**src/hw/irq_platform_params.svh**
```systemverilog
/*
 * sizes shared by the interrupt front end and its testbench
 * CLKS_PER_BIT must be at least 2 so the mid-bit sample point exists
 * DEBOUNCE_CYCLES must be at least 2 and DATA_W is fixed at 8 for 8N1 framing
 */

`ifndef IRQ_PLATFORM_PARAMS_SVH
`define IRQ_PLATFORM_PARAMS_SVH

// clocks per uart bit, the reference platform runs the line at clk/5
`define CLKS_PER_BIT 5

// synchronized clocks a new button level must hold before it is accepted
`define DEBOUNCE_CYCLES 8

// uart payload bits per frame
`define DATA_W 8

`endif

```
**src/hw/irq_platform_pkg.sv**
```systemverilog
/*
 * enum types for the interrupt front end
 * irq_cause_e values are visible on the irq_cause pins and must not be renumbered
 */

package irq_platform_pkg;

    // receiver phases of one 8N1 frame
    typedef enum logic [1:0] {
        RX_IDLE  = 2'd0, // waiting for a falling edge on the line
        RX_START = 2'd1, // confirming the start bit at mid-bit
        RX_DATA  = 2'd2, // shifting in data bits, lsb first
        RX_STOP  = 2'd3  // sampling the stop bit
    } rx_state_e;

    // interrupt causes, higher value means higher priority
    typedef enum logic [1:0] {
        CAUSE_NONE     = 2'd0,
        CAUSE_BUTTON   = 2'd1,
        CAUSE_RX_BYTE  = 2'd2,
        CAUSE_RX_ERROR = 2'd3
    } irq_cause_e;

endpackage

```
**src/hw/irq_event_if.sv**
```systemverilog
/*
 * single-cycle event bundle from the deframer stage to the interrupt stage
 * every strobe is one clock wide and byte_data is only meaningful with a strobe
 */

`timescale 1ns/1ns
`include "irq_platform_params.svh"

interface irq_event_if;

    logic              byte_valid; // well-framed byte completed
    logic              frame_err;  // stop bit sampled low
    logic [`DATA_W-1:0] byte_data; // payload for either of the two strobes above
    logic              btn_press;  // debounced button press, aligned with the uart strobes

    // producer side drives everything
    modport src (
        output byte_valid, frame_err, byte_data, btn_press
    );

    // interrupt controller only listens
    modport dst (
        input byte_valid, frame_err, byte_data, btn_press
    );

endinterface

```
**src/hw/input_sync.sv**
```systemverilog
/*
 * brings uart_rx and btnd into the clk domain through two flops each
 * rx_sync lags the pin by 2 clocks, btn_rise fires DEBOUNCE_CYCLES+2 clocks
 * after a clean press and button pulses shorter than DEBOUNCE_CYCLES are dropped
 */

`timescale 1ns/1ns
`include "irq_platform_params.svh"

module input_sync (
    input  logic clk,
    input  logic arst_n,
    input  logic uart_rx,
    input  logic btnd,
    output logic rx_sync,
    output logic btn_rise
);

    localparam int CNT_W = $clog2(`DEBOUNCE_CYCLES);
    localparam logic [CNT_W-1:0] CNT_LAST = CNT_W'(`DEBOUNCE_CYCLES - 1);

    logic             rx_meta;
    logic             btn_meta;
    logic             btn_sync;
    logic             btn_level;  // debounced level the rest of the design trusts
    logic [CNT_W-1:0] stable_cnt; // clocks the synchronized level has differed from btn_level
    logic             accept;

    // the uart line idles high so its flops reset to 1 to avoid a false start bit
    always_ff @(posedge clk or negedge arst_n) begin
        if (!arst_n) begin
            rx_meta  <= 1'b1;
            rx_sync  <= 1'b1;
            btn_meta <= 1'b0;
            btn_sync <= 1'b0;
        end else begin
            rx_meta  <= uart_rx;
            rx_sync  <= rx_meta;
            btn_meta <= btnd;
            btn_sync <= btn_meta;
        end
    end

    // last clock of a run of differing samples, the new level is taken now
    assign accept = (btn_sync != btn_level) && (stable_cnt == CNT_LAST);

    always_ff @(posedge clk or negedge arst_n) begin
        if (!arst_n) begin
            stable_cnt <= '0;
            btn_level  <= 1'b0;
            btn_rise   <= 1'b0;
        end else begin
            btn_rise <= accept && btn_sync; // only a low to high acceptance is a press
            if (btn_sync == btn_level) begin
                stable_cnt <= '0; // bounce back, restart the count
            end else if (accept) begin
                btn_level  <= btn_sync;
                stable_cnt <= '0;
            end else begin
                stable_cnt <= stable_cnt + 1'b1;
            end
        end
    end

    // a press must be released and debounced again before another pulse
    btn_rise_single: assert property (@(posedge clk) disable iff (!arst_n)
        btn_rise |=> !btn_rise)
        else $error("btn_rise held high for two cycles");

endmodule

```
**src/hw/uart_deframer.sv**
```systemverilog
/*
 * 8N1 receiver on the synchronized line, every bit is sampled CLKS_PER_BIT/2 clocks in
 * returns to idle at the stop-bit sample and needs a high to low edge for the next start
 * so after a frame error the line has to go high first, no parity and no fifo
 */

`timescale 1ns/1ns
`include "irq_platform_params.svh"

module uart_deframer (
    input  logic     clk,
    input  logic     arst_n,
    input  logic     rx_sync,
    input  logic     btn_rise,
    irq_event_if.src ev
);

    localparam int HALF_BIT = `CLKS_PER_BIT / 2;
    localparam int TICK_W   = $clog2(`CLKS_PER_BIT);
    localparam int IDX_W    = $clog2(`DATA_W + 1); // one spare state so the range check means something

    localparam logic [TICK_W-1:0] TICK_MID  = TICK_W'(HALF_BIT - 1);
    localparam logic [TICK_W-1:0] TICK_LAST = TICK_W'(`CLKS_PER_BIT - 1);
    localparam logic [IDX_W-1:0]  IDX_LAST  = IDX_W'(`DATA_W - 1);

    irq_platform_pkg::rx_state_e state;

    logic [TICK_W-1:0]  tick;     // clocks since the last sample point
    logic [IDX_W-1:0]   bit_idx;  // data bit being received
    logic [`DATA_W-1:0] shift_q;  // lsb arrives first and ends up in bit 0
    logic               rx_prev;  // line one clock ago for edge detection
    logic               start_edge;
    logic               sample_pt; // full bit time elapsed, take a data or stop sample
    logic               byte_valid_q;
    logic               frame_err_q;
    logic               btn_press_q;

    assign start_edge = rx_prev && !rx_sync;
    assign sample_pt  = (tick == TICK_LAST);

    always_ff @(posedge clk or negedge arst_n) begin
        if (!arst_n) begin
            state        <= irq_platform_pkg::RX_IDLE;
            tick         <= '0;
            bit_idx      <= '0;
            rx_prev      <= 1'b1;
            byte_valid_q <= 1'b0;
            frame_err_q  <= 1'b0;
            btn_press_q  <= 1'b0;
        end else begin
            rx_prev      <= rx_sync;
            byte_valid_q <= 1'b0; // strobes default low, set for one clock below
            frame_err_q  <= 1'b0;
            btn_press_q  <= btn_rise; // delayed once to line up with the uart strobes

            case (state)
                irq_platform_pkg::RX_IDLE: begin
                    tick    <= '0;
                    bit_idx <= '0;
                    if (start_edge) begin
                        state <= irq_platform_pkg::RX_START;
                    end
                end

                irq_platform_pkg::RX_START: begin
                    if (tick == TICK_MID) begin
                        tick <= '0;
                        // a line back high at mid-bit was a glitch
                        state <= rx_sync ? irq_platform_pkg::RX_IDLE
                                         : irq_platform_pkg::RX_DATA;
                    end else begin
                        tick <= tick + 1'b1;
                    end
                end

                irq_platform_pkg::RX_DATA: begin
                    if (sample_pt) begin
                        tick <= '0;
                        if (bit_idx == IDX_LAST) begin
                            state <= irq_platform_pkg::RX_STOP;
                        end else begin
                            bit_idx <= bit_idx + 1'b1;
                        end
                    end else begin
                        tick <= tick + 1'b1;
                    end
                end

                irq_platform_pkg::RX_STOP: begin
                    if (sample_pt) begin
                        tick         <= '0;
                        byte_valid_q <= rx_sync;  // high stop bit means a good frame
                        frame_err_q  <= !rx_sync;
                        state        <= irq_platform_pkg::RX_IDLE; // edge detect guards the low case
                    end else begin
                        tick <= tick + 1'b1;
                    end
                end

                default: state <= irq_platform_pkg::RX_IDLE;
            endcase
        end
    end

    // payload only, the strobes say when it is valid
    always_ff @(posedge clk) begin
        if (state == irq_platform_pkg::RX_DATA && sample_pt) begin
            shift_q <= {rx_sync, shift_q[`DATA_W-1:1]};
        end
    end

    assign ev.byte_valid = byte_valid_q;
    assign ev.frame_err  = frame_err_q;
    assign ev.byte_data  = shift_q;    // stable from the last data sample until the next frame
    assign ev.btn_press  = btn_press_q;

    // a frame ends either well or badly, never both
    event_exclusive: assert property (@(posedge clk) disable iff (!arst_n)
        !(ev.byte_valid && ev.frame_err))
        else $error("byte_valid and frame_err asserted together");

    bit_idx_range: assert property (@(posedge clk) disable iff (!arst_n)
        bit_idx <= IDX_LAST)
        else $error("bit index %0d past last data bit", bit_idx);

endmodule

```
**src/hw/irq_controller.sv**
```systemverilog
/*
 * holds one pending flag per cause, no masking and no overrun reporting
 * priority is RX_ERROR over RX_BYTE over BUTTON, irq_ack clears only the cause shown
 * rx_data is overwritten by every received frame, good or bad
 */

`timescale 1ns/1ns
`include "irq_platform_params.svh"

module irq_controller (
    input  logic               clk,
    input  logic               arst_n,
    irq_event_if.dst           ev,
    input  logic               irq_ack,
    output logic               irq,
    output logic [1:0]         irq_cause,
    output logic [`DATA_W-1:0] rx_data
);

    irq_platform_pkg::irq_cause_e cause;

    logic pend_btn;
    logic pend_byte;
    logic pend_err;
    logic ack_btn;  // acknowledge aimed at the cause shown this cycle
    logic ack_byte;
    logic ack_err;

    // fixed priority encoder over the pending flags
    always_comb begin
        if (pend_err) begin
            cause = irq_platform_pkg::CAUSE_RX_ERROR;
        end else if (pend_byte) begin
            cause = irq_platform_pkg::CAUSE_RX_BYTE;
        end else if (pend_btn) begin
            cause = irq_platform_pkg::CAUSE_BUTTON;
        end else begin
            cause = irq_platform_pkg::CAUSE_NONE;
        end
    end

    assign ack_err  = irq_ack && (cause == irq_platform_pkg::CAUSE_RX_ERROR);
    assign ack_byte = irq_ack && (cause == irq_platform_pkg::CAUSE_RX_BYTE);
    assign ack_btn  = irq_ack && (cause == irq_platform_pkg::CAUSE_BUTTON);

    assign irq       = pend_err || pend_byte || pend_btn;
    assign irq_cause = cause;

    // a fresh event outranks an acknowledge of its own cause in the same clock
    always_ff @(posedge clk or negedge arst_n) begin
        if (!arst_n) begin
            pend_err  <= 1'b0;
            pend_byte <= 1'b0;
            pend_btn  <= 1'b0;
        end else begin
            pend_err  <= ev.frame_err  || (pend_err  && !ack_err);
            pend_byte <= ev.byte_valid || (pend_byte && !ack_byte);
            pend_btn  <= ev.btn_press  || (pend_btn  && !ack_btn);
        end
    end

    // data bits of the last frame, zero until the first one arrives
    always_ff @(posedge clk or negedge arst_n) begin
        if (!arst_n) begin
            rx_data <= '0;
        end else if (ev.byte_valid || ev.frame_err) begin
            rx_data <= ev.byte_data; // bad frames keep their data bits too
        end
    end

    irq_matches_cause: assert property (@(posedge clk) disable iff (!arst_n)
        irq == (irq_cause != irq_platform_pkg::CAUSE_NONE))
        else $error("irq %0b disagrees with irq_cause %0d", irq, irq_cause);

    // the core should only acknowledge something it was shown
    ack_needs_irq: assert property (@(posedge clk) disable iff (!arst_n)
        irq_ack |-> irq)
        else $error("irq_ack while irq is low");

endmodule

```
**src/hw/irq_platform_top.sv**
```systemverilog
/*
 * interrupt front end, uart_rx and btnd in, irq with a readable cause out
 * uart_rx and btnd may be fully asynchronous to clk, irq_ack must be a clk-synchronous pulse
 */

`timescale 1ns/1ns
`include "irq_platform_params.svh"

module irq_platform_top (
    input  logic               clk,
    input  logic               arst_n,
    input  logic               btnd,
    input  logic               uart_rx,
    input  logic               irq_ack,
    output logic               irq,
    output logic [1:0]         irq_cause,
    output logic [`DATA_W-1:0] rx_data
);

    logic rx_sync;  // line level in the clk domain
    logic btn_rise; // one clock per debounced press

    irq_event_if ev_if (); // strobes from the deframer stage to the controller

    input_sync u_input_sync (
        .clk      (clk),
        .arst_n   (arst_n),
        .uart_rx  (uart_rx),
        .btnd     (btnd),
        .rx_sync  (rx_sync),
        .btn_rise (btn_rise)
    );

    uart_deframer u_uart_deframer (
        .clk      (clk),
        .arst_n   (arst_n),
        .rx_sync  (rx_sync),
        .btn_rise (btn_rise),
        .ev       (ev_if.src)
    );

    irq_controller u_irq_controller (
        .clk       (clk),
        .arst_n    (arst_n),
        .ev        (ev_if.dst),
        .irq_ack   (irq_ack),
        .irq       (irq),
        .irq_cause (irq_cause),
        .rx_data   (rx_data)
    );

endmodule

```
**config.mk**
```make
export PLATFORM = sky130hd
export DESIGN_NAME = irq_platform_top
export DESIGN_NICKNAME = d
export VERILOG_FILES = /design/src/hw/irq_platform_pkg.sv /design/src/hw/irq_event_if.sv /design/src/hw/input_sync.sv /design/src/hw/uart_deframer.sv /design/src/hw/irq_controller.sv /design/src/hw/irq_platform_top.sv
export VERILOG_INCLUDE_DIRS = /design/src /design/src/hw
export SDC_FILE = /design/constraint.sdc
export NUM_CORES = 1
export LEC_CHECK = 0
export BUFFER_PORTS_ARGS = -buffer_cell sky130_fd_sc_hd__buf_2
export CAP_MARGIN = 15
export CELL_PAD_IN_SITES_DETAIL_PLACEMENT = 0
export CELL_PAD_IN_SITES_GLOBAL_PLACEMENT = 1
export CORE_MARGIN = 3
export CORE_UTILIZATION = 25
export DETAILED_ROUTE_END_ITERATION = 16
export HOLD_SLACK_MARGIN = 0.15
export PLACE_DENSITY_LB_ADDON = 0.08
export SLEW_MARGIN = 20
export SYNTH_ARGS = -nofsm -noshare
export SYNTH_HDL_FRONTEND = slang
export SYNTH_HIERARCHICAL = 1
export SYNTH_SLANG_ARGS = --single-unit
```
**constraint.sdc**
```tcl
create_clock -name clk -period 1.9 [get_ports clk]
set_input_delay 0.095 -clock clk [delete_from_list [all_inputs] [get_ports clk]]
set_output_delay 0.095 -clock clk [all_outputs]
set_load 0.01 [all_outputs]
```
==> results.md <==
- Count leader, synth: dfrtp_1
- Slew at the pin closest to its max-slew limit: 0.7669 ns
- Hold Path Class: register to register
- Initial core utilization: 26.71%
- Overall via count from detail_route: 988
- DIE AREA: 7559 sq um
- TritonCTS clock tree: yes
- Reg-to-reg slack, setup: 0.38 ns
- Net count after synthesis: 134
- CP Data Arrival Time: 1.71 ns
- Post-route ant nets: 0
- DR WL/cell: 12.27 microns
- Diodes inserted: 0
- Largest net degree at the start of global routing: 34
- Number of remaining DRC errors: 0
- Crit path capture: u_uart_deframer/bit_idx[0]$_DFFE_PN0P_
- Clk buf depth: 2
- Worst IR drop on VDD: 0.0004969 V
- Layout Skew: 0.004042 ns
- Pint: 1836 uW
- Fin nets: 160
- Clock share of power: 20.3%
- Synth top area share: 45.84%
- Routed wire length: 2761 microns
- Max Cap Viol: 0
- Placed insts: 213
- Mapped cell area: 1638 sq um
- Switching Power: 913.0 uW
- Area of the core: 6131 sq um
- Gr ovfl total: 0
- CTS root buffer: clkbuf_8
- Register area share after synthesis: 65.32%
- RR Endpoint: u_uart_deframer/bit_idx[0]$_DFFE_PN0P_
- Unrepaired setup endpoints after global routing: no
- Slew HR: 48.87%
- CTS buffer count: 5
- H-tree lvl count: 2
- Reg-to-Reg Start: u_uart_deframer/bit_idx[0]$_DFFE_PN0P_
- Syn_area_per_cell: 13.32 sq um
- First-pass GRT wire length: 4843 microns
- Top_reg_cell synth: dfrtp_1
- Crit share post-route: 79.82%
- Fmax: 659.4 MHz
- Setup Slack @ Placement: 0.3702 ns
- WS Path Type: register to register
- Outcome: completed
- Ratio of cells with drive above 1 in the final layout: 26.00%
- Clock Sink Count: 41
- Seq pwr share: 48.6%
- Final Slew Violations: 0
- Ys Warns: 6
- Fillers: 618
- Die span in y: 86.94 microns
- Worst path depth: 4
- CTS resizes: 0
- FF-to-FF path depth: 4
- IO buf count: 15
- Fin worst setup slack: 0.3834 ns
- Area Growth Syn to Fin: 18.49%
- Startpoint types: register
- Total global-route track usage: 8.416%
- Final setup fails: 0
- Final Hold Viols: 0
- Worst path max stage delay: 0.43 ns
- Worst setup EP type: register
- Post-synth top cells: 30 x dfrtp_1, 8 x edfxtp_1, 8 x inv_1, 8 x mux2_2, 8 x nand2_1
- Synth cell types: 35
- Worst path cell trace: ha_1 > and3b_1 > or2_1 > o311ai_1
- Buf+Inv Stages, Crit Path: 0
- DR iter-0 viols: 51
- Final Non-Filler Cells: 225
- Final GP Congestion: 0.7835
- Top post-synthesis cells by area: dfrtp_1 46%, edfxtp_1 15%, mux2_2 5.5%
- CP max stage cell: dfrtp_1
- CP startpoint: u_uart_deframer/bit_idx[0]$_DFFE_PN0P_
- Initial antenna violation count: 0
- Post-synth EDFFs: 8
- CTS clock-pin slew for the worst setup and hold paths: 0.08 ns
- Number of synthesized register bits: 41
- Comb power frac: 31.2%
- Site row count: 28
- Synth area leader: dfrtp_1
- Post-route setup TNS: 0 ns
- Delay-heaviest family, CP: simple AND/OR/NAND/NOR gates
- Net Sw Frac: 33.21%
- PD cells: 1417 nW/um^2
- Cell leakage power: 0.0009018 uW
- Vias/cell: 4.391
- Synth async-reset ratio: 80.49%
- Clock Latency Late Sink: 0.29 ns
- Die width: 86.94 microns
- Router iterations before antenna repair: 4
- Number of global-route vias before repair: 983
- Synthesized netlist cell count: 123
- CP Max Fanout: 5
- Minimum clock period: 1.517 ns
- Critical Path RT: 2.09 ns
- Ports: 16
-- power groups by stage --
stage	combinational [uW]	sequential [uW]	clock, uW
after global placement	855	1350	0
after detailed placement	867	1360	0
after global routing	987	1370	649
final	857	1340	558
after floorplan	582	1350	0
after CTS	876	1340	601
-- stage by stage --
stage	utilization [%]	area (sq um)	power, uW	hold WS [ns]
after CTS	31.65	1941	2814	0.3539
after global routing	31.65	1941	3009	0.3624
after detailed placement	29.59	1814	2222	0.2022
final	31.65	1941	2749	0.3513
after floorplan	-	1638	1932	-0.2006
after global placement	29.59	1814	2205	0.2015
-- worst register-to-register path, stage by stage (launching register included) --
cell and delay (ns):
dfrtp_1 0.43, ha_1 0.26, and3b_1 0.23, or2_1 0.23, o311ai_1 0.27
-- metal layers --
| metal | routed length, microns | vias to the layer above | global-route usage [%] |
|---|---|---|---|
| met2 | 1156 | 28 | 11.73 |
| met3 | 178 | 8 | 3.406 |
| met5 | 0 | - | 0 |
| li1 | - | 489 | - |
| met1 | 1369 | 463 | 11.33 |
| met4 | 56 | 0 | 3.824 |
-- logic make-up (layout without fill, tap and decap cells) --
family	Yosys count	in the layout	share of synthesized area [%]
muxes	8	8	5.501
buffers and inverters	10	37	2.292
DFF	41	41	65.32
xor gates and xnor gates	1	1	0.5349
adders and majority gates	6	6	4.584
and+or+nand+nor	35	35	12.15
AOI/OAI and AO/OA	22	22	9.627
-- repair_timing --
action	4_1_cts	5_1_grt
hold buffers	4	0
setup buffers	0	0
hold endpoints to repair	35	0
-- final cells by class --
| cell class | instances | area, sq um | share of cell area [%] |
|---|---|---|---|
| repair buffers | 21 | 130.1 | 6.705 |
| inverters | 8 | 30.03 | 1.547 |
| flip-flops and latches | 41 | 1070 | 55.13 |
| clock inverters | 3 | 17.52 | 0.9026 |
| multi-input cells | 72 | 530.5 | 27.34 |
| clock buffers | 5 | 68.82 | 3.546 |
| well taps | 75 | 93.84 | 4.836 |
-- worst min-delay path by stage --
stage,start,to,slack (ns),cells after the start
6_report,u_input_sync/btn_rise$_DFF_PN0_,u_uart_deframer/ev.btn_press$_DFF_PN0_,0.35,0
5_1_grt,u_input_sync/btn_meta$_DFF_PN0_,u_input_sync/btn_sync$_DFF_PN0_,0.36,0
4_1_cts,u_input_sync/btn_rise$_DFF_PN0_,u_uart_deframer/ev.btn_press$_DFF_PN0_,0.35,0
3_5_place_dp,uart_rx,u_input_sync/rx_meta$_DFF_PN1_,0.20,1
3_3_place_gp,uart_rx,u_input_sync/rx_meta$_DFF_PN1_,0.20,1
2_1_floorplan,arst_n,u_input_sync/btn_level$_DFFE_PN0P_,-0.20,0
-- flip-flops by register name, summed over array words and instances (netlist names), 3 cells and up, named ones only --
signal / flops
u_irq_controller/rx_data: 8
u_uart_deframer/ev.byte_data: 8
u_uart_deframer/tick: 3
u_input_sync/stable_cnt: 3
u_uart_deframer/bit_idx: 4
-- cell usage in the layout, fill, tap and decap left out, drive strengths merged, types with 4 or more instances in the layout --
master,count
buf,17
clkbuf,5
dfrtp,30
dlygate4sd3,4
edfxtp,8
ha,6
inv,8
mux2,8
nand2,8
nand2b,5
nor2,6
o21ai,4
(Power assumes the default switching activity.)
